$ cat src/hdl/fpmul_pkg.sv
`default_nettype none

package fpmul_pkg;

    typedef logic [63:0]         fp64_t;    // binary64 word
    typedef logic [52:0]         mant_t;    // hidden bit + fraction
    typedef logic [105:0]        prod_t;    // full mantissa product
    typedef logic [6:0]          lead_t;    // leading zeros of a product
    typedef logic signed [12:0]  expsum_t;  // exponent before normalization
    typedef logic [1:0]          spec_t;    // special result class

    // sequencing of one operation
    typedef enum logic [2:0] {
        IDLE,
        CLASSIFY,
        MULTIPLY,
        PACK,
        DONE
    } ctrl_state_t;

    localparam int EXP_BIAS = 1023;
    localparam int EXP_MAX  = 2047;

    localparam fp64_t QNAN = 64'h7ff8_0000_0000_0000;  // canonical quiet nan

    localparam int MUL_STEPS = 14;  // nibbles of the padded 56-bit b
    localparam int MUL_DELAY = 16;  // ena to rdy

    localparam spec_t SPEC_NONE = 2'd0;
    localparam spec_t SPEC_ZERO = 2'd1;
    localparam spec_t SPEC_INF  = 2'd2;
    localparam spec_t SPEC_NAN  = 2'd3;

endpackage : fpmul_pkg

`default_nettype wire
$ cat src/hdl/fpmul_ifs.sv
`timescale 1ns/1ps
`default_nettype none

// mantissa multiplier bus
interface mul_if;
    logic              ena;      // start pulse from the fsm
    fpmul_pkg::mant_t  a;
    fpmul_pkg::mant_t  b;
    fpmul_pkg::prod_t  product;
    fpmul_pkg::lead_t  lead;
    logic              rdy;      // product and lead valid

    modport ctrl (output ena, input rdy);
    modport src  (output a, b);
    modport unit (input ena, a, b, output product, lead, rdy);
    modport sink (input product, lead);
endinterface : mul_if

// operand class and exponent from the unpack stage
interface op_if;
    logic                sign;
    fpmul_pkg::expsum_t  exp_sum;
    fpmul_pkg::spec_t    spec;
    logic                invalid;

    modport drv  (output sign, exp_sum, spec, invalid);
    modport ctl  (input spec);
    modport user (input sign, exp_sum, spec, invalid);
endinterface : op_if

`default_nettype wire

$ cat src/hdl/fpmul_top.sv
`timescale 1ns/1ps
`default_nettype none

module fpmul_top (
    input  wire logic              i_clk,
    input  wire logic              i_nrst,
    input  wire logic              i_start,
    input  wire fpmul_pkg::fp64_t  i_a,
    input  wire fpmul_pkg::fp64_t  i_b,
    output fpmul_pkg::fp64_t       o_result,
    output logic                   o_busy,
    output logic                   o_valid,
    output logic                   o_overflow,
    output logic                   o_underflow,
    output logic                   o_invalid
);

    logic load;
    logic pack_num;
    logic pack_spec;

    mul_if mul_bus ();
    op_if  op_bus ();

    fpmul_ctrl u_ctrl (
        .i_clk       (i_clk),
        .i_nrst      (i_nrst),
        .i_start     (i_start),
        .i_op        (op_bus.ctl),
        .m           (mul_bus.ctrl),
        .o_load      (load),
        .o_pack_num  (pack_num),
        .o_pack_spec (pack_spec),
        .o_busy      (o_busy),
        .o_valid     (o_valid)
    );

    fp_unpack u_unpack (
        .i_clk  (i_clk),
        .i_nrst (i_nrst),
        .i_load (load),
        .i_a    (i_a),
        .i_b    (i_b),
        .m      (mul_bus.src),
        .o_op   (op_bus.drv)
    );

    imul53 u_mul (
        .i_clk  (i_clk),
        .i_nrst (i_nrst),
        .m      (mul_bus.unit)
    );

    fp_norm_pack u_pack (
        .i_clk       (i_clk),
        .i_nrst      (i_nrst),
        .i_pack_num  (pack_num),
        .i_pack_spec (pack_spec),
        .m           (mul_bus.sink),
        .i_op        (op_bus.user),
        .o_result    (o_result),
        .o_overflow  (o_overflow),
        .o_underflow (o_underflow),
        .o_invalid   (o_invalid)
    );

endmodule : fpmul_top

`default_nettype wire

$ cat src/hdl/fp_norm_pack.sv
`timescale 1ns/1ps
`default_nettype none

module fp_norm_pack (
    input  wire logic         i_clk,
    input  wire logic         i_nrst,
    input  wire logic         i_pack_num,
    input  wire logic         i_pack_spec,
    mul_if.sink               m,
    op_if.user                i_op,
    output fpmul_pkg::fp64_t  o_result,
    output logic              o_overflow,
    output logic              o_underflow,
    output logic              o_invalid
);

    fpmul_pkg::prod_t   shifted;
    fpmul_pkg::expsum_t exp_norm;
    fpmul_pkg::fp64_t   num_word;
    fpmul_pkg::fp64_t   spec_word;
    logic               num_ovf, num_unf;

    // leading one moved to bit 105
    assign shifted  = m.product << m.lead;
    assign exp_norm = i_op.exp_sum - fpmul_pkg::expsum_t'({6'h0, m.lead})
                    + fpmul_pkg::expsum_t'(1);

    always_comb begin
        num_ovf = 1'b0;
        num_unf = 1'b0;
        if (exp_norm >= fpmul_pkg::EXP_MAX) begin
            num_ovf  = 1'b1;
            num_word = {i_op.sign, 11'h7ff, 52'h0};
        end else if (exp_norm <= 0) begin
            num_unf  = 1'b1;  // flushed, no subnormal results
            num_word = {i_op.sign, 63'h0};
        end else begin
            num_word = {i_op.sign, exp_norm[10:0], shifted[104:53]};  // truncated
        end
    end

    always_comb begin
        case (i_op.spec)
            fpmul_pkg::SPEC_INF: spec_word = {i_op.sign, 11'h7ff, 52'h0};
            fpmul_pkg::SPEC_NAN: spec_word = fpmul_pkg::QNAN;
            default:             spec_word = {i_op.sign, 63'h0};
        endcase
    end

    always_ff @(posedge i_clk or negedge i_nrst) begin
        if (!i_nrst) begin
            o_result    <= '0;
            o_overflow  <= 1'b0;
            o_underflow <= 1'b0;
            o_invalid   <= 1'b0;
        end else if (i_pack_num) begin
            o_result    <= num_word;
            o_overflow  <= num_ovf;
            o_underflow <= num_unf;
            o_invalid   <= 1'b0;
        end else if (i_pack_spec) begin
            o_result    <= spec_word;
            o_overflow  <= 1'b0;
            o_underflow <= 1'b0;
            o_invalid   <= i_op.invalid;
        end
    end

endmodule : fp_norm_pack

`default_nettype wire

$ cat src/hdl/imul53.sv
`timescale 1ns/1ps
`default_nettype none

module imul53 (
    input  wire logic  i_clk,
    input  wire logic  i_nrst,
    mul_if.unit        m
);

    logic [56:0]       mult_tbl [16];  // a * 0 .. a * 15
    logic [56:0]       a_x16;
    logic [56:0]       sel;
    fpmul_pkg::mant_t  a_r;
    logic [55:0]       b_r;            // b padded to 14 nibbles
    fpmul_pkg::prod_t  sum_r;
    fpmul_pkg::lead_t  lead_r;
    fpmul_pkg::lead_t  lead_c;
    fpmul_pkg::lead_t  lz_hi, lz_lo;
    logic              hi_found, lo_found;
    logic [fpmul_pkg::MUL_DELAY-1:0] delay_r;
    logic              accum_ena_r;

    // multiples built from shifts and one add or subtract each
    always_comb begin
        a_x16        = {a_r, 4'h0};
        mult_tbl[0]  = '0;
        mult_tbl[1]  = {4'h0, a_r};
        mult_tbl[2]  = {3'h0, a_r, 1'b0};
        mult_tbl[3]  = mult_tbl[2] + mult_tbl[1];
        mult_tbl[4]  = {2'h0, a_r, 2'h0};
        mult_tbl[5]  = mult_tbl[4] + mult_tbl[1];
        mult_tbl[6]  = mult_tbl[4] + mult_tbl[2];
        mult_tbl[8]  = {1'b0, a_r, 3'h0};
        mult_tbl[7]  = mult_tbl[8] - mult_tbl[1];
        mult_tbl[9]  = mult_tbl[8] + mult_tbl[1];
        mult_tbl[10] = mult_tbl[8] + mult_tbl[2];
        mult_tbl[11] = mult_tbl[10] + mult_tbl[1];
        mult_tbl[12] = mult_tbl[8] + mult_tbl[4];
        mult_tbl[13] = a_x16 - mult_tbl[3];
        mult_tbl[14] = a_x16 - mult_tbl[2];
        mult_tbl[15] = a_x16 - mult_tbl[1];
    end

    assign sel = mult_tbl[b_r[55:52]];  // top nibble of b picks the multiple

    // leading one search split in two halves to keep the path short
    always_comb begin
        lz_hi    = '0;
        lz_lo    = '0;
        hi_found = 1'b0;
        lo_found = 1'b0;
        for (int i = 0; i < 64; i++) begin
            if (!hi_found && sum_r[105-i]) begin
                lz_hi    = fpmul_pkg::lead_t'(i);
                hi_found = 1'b1;
            end
        end
        for (int i = 0; i < 42; i++) begin
            if (!lo_found && sum_r[41-i]) begin
                lz_lo    = fpmul_pkg::lead_t'(i);
                lo_found = 1'b1;
            end
        end
        lead_c = hi_found ? lz_hi : (7'd64 + lz_lo);
    end

    always_ff @(posedge i_clk or negedge i_nrst) begin
        if (!i_nrst) begin
            a_r         <= '0;
            b_r         <= '0;
            sum_r       <= '0;
            lead_r      <= '0;
            delay_r     <= '0;
            accum_ena_r <= 1'b0;
        end else begin
            delay_r <= {delay_r[fpmul_pkg::MUL_DELAY-2:0], m.ena};
            if (m.ena) begin
                a_r         <= m.a;
                b_r         <= {3'h0, m.b};
                sum_r       <= '0;
                lead_r      <= '0;
                accum_ena_r <= 1'b1;
            end else begin
                if (accum_ena_r) begin
                    sum_r <= {sum_r[101:0], 4'h0} + {49'h0, sel};  // shift by a nibble and add
                    b_r   <= {b_r[51:0], 4'h0};
                end
                if (delay_r[fpmul_pkg::MUL_STEPS-1]) accum_ena_r <= 1'b0;  // after 14 steps
                if (delay_r[fpmul_pkg::MUL_DELAY-2]) lead_r <= lead_c;     // sum is final here
            end
        end
    end

    assign m.product = sum_r;
    assign m.lead    = lead_r;
    assign m.rdy     = delay_r[fpmul_pkg::MUL_DELAY-1];

endmodule : imul53

`default_nettype wire

$ cat src/hdl/fp_unpack.sv
`timescale 1ns/1ps
`default_nettype none

module fp_unpack (
    input  wire logic              i_clk,
    input  wire logic              i_nrst,
    input  wire logic              i_load,
    input  wire fpmul_pkg::fp64_t  i_a,
    input  wire fpmul_pkg::fp64_t  i_b,
    mul_if.src                     m,
    op_if.drv                      o_op
);

    fpmul_pkg::fp64_t  opr_r [2];
    fpmul_pkg::mant_t  mant [2];
    logic [10:0]       exp_eff [2];
    logic [1:0]        is_nan, is_snan, is_inf, is_zero;
    logic              inf_zero;
    fpmul_pkg::spec_t  spec_c;
    logic              invalid_c;

    always_ff @(posedge i_clk or negedge i_nrst) begin
        if (!i_nrst) begin
            opr_r[0] <= '0;
            opr_r[1] <= '0;
        end else if (i_load) begin
            opr_r[0] <= i_a;
            opr_r[1] <= i_b;
        end
    end

    // per-operand fields
    always_comb begin
        for (int i = 0; i < 2; i++) begin
            is_nan[i]  = (&opr_r[i][62:52]) && (|opr_r[i][51:0]);
            is_snan[i] = is_nan[i] && !opr_r[i][51];  // quiet bit clear
            is_inf[i]  = (&opr_r[i][62:52]) && !(|opr_r[i][51:0]);
            is_zero[i] = !(|opr_r[i][62:0]);
            // subnormal: no hidden bit, exponent taken as 1
            mant[i]    = {|opr_r[i][62:52], opr_r[i][51:0]};
            exp_eff[i] = (|opr_r[i][62:52]) ? opr_r[i][62:52] : 11'd1;
        end
    end

    assign inf_zero = (is_inf[0] && is_zero[1]) || (is_zero[0] && is_inf[1]);

    always_comb begin
        invalid_c = 1'b0;
        if ((|is_nan) || inf_zero) begin
            spec_c    = fpmul_pkg::SPEC_NAN;
            invalid_c = inf_zero || (|is_snan);
        end else if (|is_inf) begin
            spec_c = fpmul_pkg::SPEC_INF;
        end else if (|is_zero) begin
            spec_c = fpmul_pkg::SPEC_ZERO;
        end else begin
            spec_c = fpmul_pkg::SPEC_NONE;
        end
    end

    assign m.a = mant[0];
    assign m.b = mant[1];

    // biased exponent when the product's leading one sits at bit 104
    assign o_op.exp_sum = fpmul_pkg::expsum_t'({2'b00, exp_eff[0]})
                        + fpmul_pkg::expsum_t'({2'b00, exp_eff[1]})
                        - fpmul_pkg::expsum_t'(fpmul_pkg::EXP_BIAS);
    assign o_op.sign    = opr_r[0][63] ^ opr_r[1][63];
    assign o_op.spec    = spec_c;
    assign o_op.invalid = invalid_c;

endmodule : fp_unpack

`default_nettype wire

$ cat src/hdl/fpmul_ctrl.sv
`timescale 1ns/1ps
`default_nettype none

module fpmul_ctrl (
    input  wire logic  i_clk,
    input  wire logic  i_nrst,
    input  wire logic  i_start,
    op_if.ctl          i_op,
    mul_if.ctrl        m,
    output logic       o_load,
    output logic       o_pack_num,
    output logic       o_pack_spec,
    output logic       o_busy,
    output logic       o_valid
);

    fpmul_pkg::ctrl_state_t state, state_nxt;
    logic special_r;  // result comes from the class code, multiplier skipped
    logic ena_r;

    always_comb begin
        state_nxt = state;
        case (state)
            fpmul_pkg::IDLE: begin
                if (i_start) state_nxt = fpmul_pkg::CLASSIFY;
            end
            fpmul_pkg::CLASSIFY: begin
                if (i_op.spec == fpmul_pkg::SPEC_NONE) state_nxt = fpmul_pkg::MULTIPLY;
                else state_nxt = fpmul_pkg::PACK;
            end
            fpmul_pkg::MULTIPLY: begin
                if (m.rdy) state_nxt = fpmul_pkg::PACK;
            end
            fpmul_pkg::PACK:     state_nxt = fpmul_pkg::DONE;
            default:             state_nxt = fpmul_pkg::IDLE;  // DONE
        endcase
    end

    always_ff @(posedge i_clk or negedge i_nrst) begin
        if (!i_nrst) begin
            state     <= fpmul_pkg::IDLE;
            special_r <= 1'b0;
            ena_r     <= 1'b0;
        end else begin
            state <= state_nxt;
            ena_r <= (state == fpmul_pkg::CLASSIFY) && (i_op.spec == fpmul_pkg::SPEC_NONE);
            if (state == fpmul_pkg::CLASSIFY) begin
                special_r <= (i_op.spec != fpmul_pkg::SPEC_NONE);
            end
        end
    end

    assign m.ena       = ena_r;  // one cycle after classify
    assign o_load      = (state == fpmul_pkg::IDLE) && i_start;  // starts elsewhere are dropped
    assign o_pack_num  = (state == fpmul_pkg::PACK) && !special_r;
    assign o_pack_spec = (state == fpmul_pkg::PACK) && special_r;
    assign o_valid     = (state == fpmul_pkg::DONE);
    assign o_busy      = (state != fpmul_pkg::IDLE);

endmodule : fpmul_ctrl

`default_nettype wire

$ cat config.mk
export PLATFORM = sky130hd
export DESIGN_NAME = fpmul_top
export DESIGN_NICKNAME = d
export VERILOG_FILES = /design/src/hdl/fpmul_pkg.sv /design/src/hdl/fpmul_ifs.sv /design/src/hdl/fpmul_top.sv /design/src/hdl/fp_norm_pack.sv /design/src/hdl/imul53.sv /design/src/hdl/fp_unpack.sv /design/src/hdl/fpmul_ctrl.sv
export SDC_FILE = /design/constraint.sdc
export NUM_CORES = 2
export LEC_CHECK = 0
export ABC_AREA = 1
export BUFFER_PORTS_ARGS = -buffer_cell sky130_fd_sc_hd__buf_4
export CORE_ASPECT_RATIO = 0.8
export CORE_MARGIN = 2
export CORE_UTILIZATION = 31
export CTS_BUF_LIST = sky130_fd_sc_hd__clkbuf_8
export CTS_CLUSTER_SIZE = 14
export DETAILED_ROUTE_END_ITERATION = 10
export PLACE_DENSITY_LB_ADDON = 0.3
export SLEW_MARGIN = 20
export SYNTH_ARGS = -nofsm -noshare
export SYNTH_HDL_FRONTEND = slang
export SYNTH_SLANG_ARGS = --single-unit
$ cat constraint.sdc
create_clock -name i_clk -period 17 [get_ports i_clk]
set_input_delay 0.85 -clock i_clk [delete_from_list [all_inputs] [get_ports i_clk]]
set_output_delay 0.85 -clock i_clk [all_outputs]
set_load 0.01 [all_outputs]
==> impl_metrics.py <==
metrics = {
    "status": {
        "status": "completed",
    },
    "detailed_routing": {
        "wl_um": 229000,
        "drtIter0Drc": 6740,
        "vias_per_cell": 5.74,
        "drtAntennaViolNets": 0,
        "remaining_drc_errors": 0,
        "dr.pass1.iters": 8,
        "num_vias": 57829,
        "wire_per_inst_um": 22.7,
    },
    "yosys": {
        "synth_ff_type": "dfrtp_1",
        "synth-seq-cells": 439,
        "syn-cell-area_um2": 52800,
        "syn_avg_cell_area_um2": 6.79,
        "postSynthCellCount": 7767,
        "postSynth.asyncResetShare_pct": 100,
        "synthDistinctLibCells": 77,
        "synth_top_area_share_pct": 20.8,
        "ys_seq_area_share_pct": 20.8,
        "synth.area.top_cells": "dfrtp_1 21%, ha_1 11%, nand2_1 10%",
        "ys_warn_count": 0,
        "synth_top_cell_by_area": "dfrtp_1",
        "postSynthNetCount": 8347,
        "synth_edf_count": 0,
    },
    "cts": {
        "cts.repair.resized": 0,
        "numCtsBuffers": 85,
        "clock_latency_ns": 0.86,
        "cts-htree-levels": 3,
        "cts_tree": "yes",
        "cts.clk_slew.worst_paths_ns": 0.06,
        "post-cts-setup-buffers": 0,
        "ctsHoldBuffers": 1,
        "clock-root-buffer": "clkbuf_8",
        "cts.sinks": 439,
        "cts_max_path_buffers": 3,
    },
    "sta": {
        "fin_worst_skew_ns": 0.0796,
        "finalHoldViolCount": 0,
        "fin_setup_tns_ns": 0,
        "clock.fmax_mhz": 90.4,
        "relSlewSlack_pct": 27.3,
        "fin_crit_sh_pct": 65.1,
        "finalCriticalPeriod_ns": 11.06,
        "timing.final.ws_setup_ns": 5.94,
        "drv_slew": 0,
        "rsz0062_at_grt": "no",
        "setup_viol": 0,
        "worstMarginPinSlew_ns": 1.08,
    },
    "final_layout": {
        "drive_above_1_share_pct": 8.89,
        "area_delta_synth_final_pct": 10.0,
        "nNetsFinal": 8342,
    },
    "setup_path": {
        "max_stage_delay_ns": 0.75,
        "required_ns": 17.64,
        "crit_family": "compound AO/OA/AOI/OAI gates",
        "crit_path_top_delay_cell": "dfrtp_1",
        "path_common_cell": "nand2_1",
        "crit_path_end_kind": "register",
        "path_class": "reg -> reg",
        "crit_buf_inv": 7,
        "start_kind": "register",
        "crit_fanout": 12,
        "arrival_ns": 11.70,
    },
    "placement": {
        "hpwlAfterDp_um": 176000,
        "pre_cts_slack_ns": 6.10,
        "portBuffers": 199,
        "gp_congestion": 0.994,
    },
    "floorplanning": {
        "core_um2": 169000,
        "boundaryPins": 200,
        "start_util_pct": 31.2,
        "num_rows": 135,
        "dieArea_um2": 174000,
        "dieHeight_um": 373,
        "die_w_um": 465,
    },
    "global_route": {
        "antenna_found_initial": 6,
        "grtUsageTotal_pct": 25.3,
        "grt_pass1_wl_um": 345000,
        "grt_overflow": 0,
        "grt_pass1_vias": 54011,
        "grt_max_degree": 159,
    },
    "worst_hold_path": {
        "hold_path_class": "in -> reg",
    },
    "run": {
        "max_cap_violations": 0,
    },
}
-- sequential cells by signal, indices dropped and copies added (netlist names), 16 cells and up --
name and count:
u_mul.m.product 106, u_unpack.m.b 52, u_mul.a_r 53, u_mul.b_r 56, u_mul.delay_r 16, u_unpack.opr_r 24, u_unpack.m.a 52, u_pack.o_result 64
-- worst register-to-register path: cells and delay by family (launching register included) --
family                     cells  cell delay, ns
buffers and inverters          7            0.72
DFF                            1            0.75
adders and majority gates      4            1.24
and+or+nand+nor               28            3.56
AOI/OAI and AO/OA             22            4.63
-- cell type report --
| class | count | area [um^2] |
|---|---|---|
| clock buffer | 100 | 1380 |
| tap | 2260 | 2830 |
| multi-input combinational | 6089 | 37100 |
| timing repair buffer | 278 | 2130 |
| sequential | 439 | 11000 |
| clock inverter | 43 | 363 |
| antenna | 5 | 12.5 |
| fill | 18466 | 111000 |
| inverter | 869 | 3280 |
-- worst paths after layout --
| check | start | endpoint | slack [ns] | depth (start not counted) |
|---|---|---|---|---|
| min in group asynchronous | i_nrst | u_unpack.m.a[25] | 0.61 | 2 |
| min reg2reg | u_mul.delay_r[1] | u_mul.delay_r[2] | 0.34 | 0 |
| max | u_mul.a_r[2] | u_mul.m.product[64] | 5.94 | 61 |
| min | i_a[30] | u_unpack.m.a[30] | 0.22 | 2 |
| max in group asynchronous | i_nrst | u_mul.m.product[84] | 13.19 | 5 |
| max reg2reg | u_mul.a_r[2] | u_mul.m.product[64] | 5.94 | 61 |
-- through the flow --
step | cells | instance area [um^2] | util (%) | hold WS (ns)
final | 10083 | 58100 | 34.3 | 0.217
after global routing | 10083 | 58100 | 34.3 | 0.144
after CTS | 10077 | 58000 | 34.3 | 0.118
after detailed placement | 9933 | 56300 | 33.2 | 0.335
after global placement | 9933 | 56300 | 33.2 | 0.332
after floorplan | 7767 | 52800 | - | 0.331
-- synth_stat cells (11+ instances only) --
library cell,instances
a2111oi_0,11
a211oi_1,26
a21boi_0,11
a21boi_1,18
a21o_1,18
a21oi_1,802
a221oi_1,46
a311oi_1,17
a31oi_1,112
a32o_1,22
buf_1,41
clkbuf_1,314
clkinv_1,16
dfrtp_1,439
ha_1,443
inv_1,840
inv_2,13
mux2_2,119
mux2i_1,202
nand2_1,1420
nand3_1,213
nand4_1,83
nand4_2,12
nor2_1,621
nor2_2,20
nor3_1,107
nor4_1,63
o2111ai_1,47
o211ai_1,83
o21a_1,23
o21ai_0,687
o21ai_1,58
o21bai_1,16
o221ai_1,64
o22ai_1,148
o311ai_0,16
o31ai_1,43
o32ai_1,17
or2_2,42
xnor2_1,93
xor2_1,243
-- logic make-up after synthesis --
family                     count (synthesis)  synth area share, %
adders and majority gates                449                 10.7
xor gates and xnor gates                 336                 5.58
AOI/OAI and AO/OA                       2355                 26.4
muxes                                    321                 6.37
and+or+nand+nor                         2628                 21.1
buffers and inverters                   1239                 9.02
DFF                                      439                 20.8
-- layer usage --
layer  global-route usage, %  wire (um)  up-vias
met1                    37.6     108000    27704
met4                    6.25       6020        4
li1                        -          -    27166
met3                    4.60      19800      361
met5                       0         21        -
met2                    37.2      95300     2594
-- cell usage in the layout, fill, tap and decap left out, types with 26 or more instances in the layout --
cell,n
o2111ai_1,47
o211ai_1,83
o22ai_1,148
nor3_1,107
ha_1,443
inv_1,851
buf_4,274
nand3_1,212
a21oi_1,802
o31ai_1,43
dfrtp_1,431
a211oi_1,26
mux2_2,119
nor4_1,62
nand4_1,83
nor2_1,617
xor2_1,243
a221oi_1,46
o221ai_1,64
clkbuf_8,100
nand2_1,1418
a31oi_1,112
xnor2_1,93
or2_2,42
o21ai_0,687
o21ai_1,57
mux2i_1,202
Power is not shown: default switching activity piles up to over one toggle a cycle in this logic, so the estimate is an artifact.
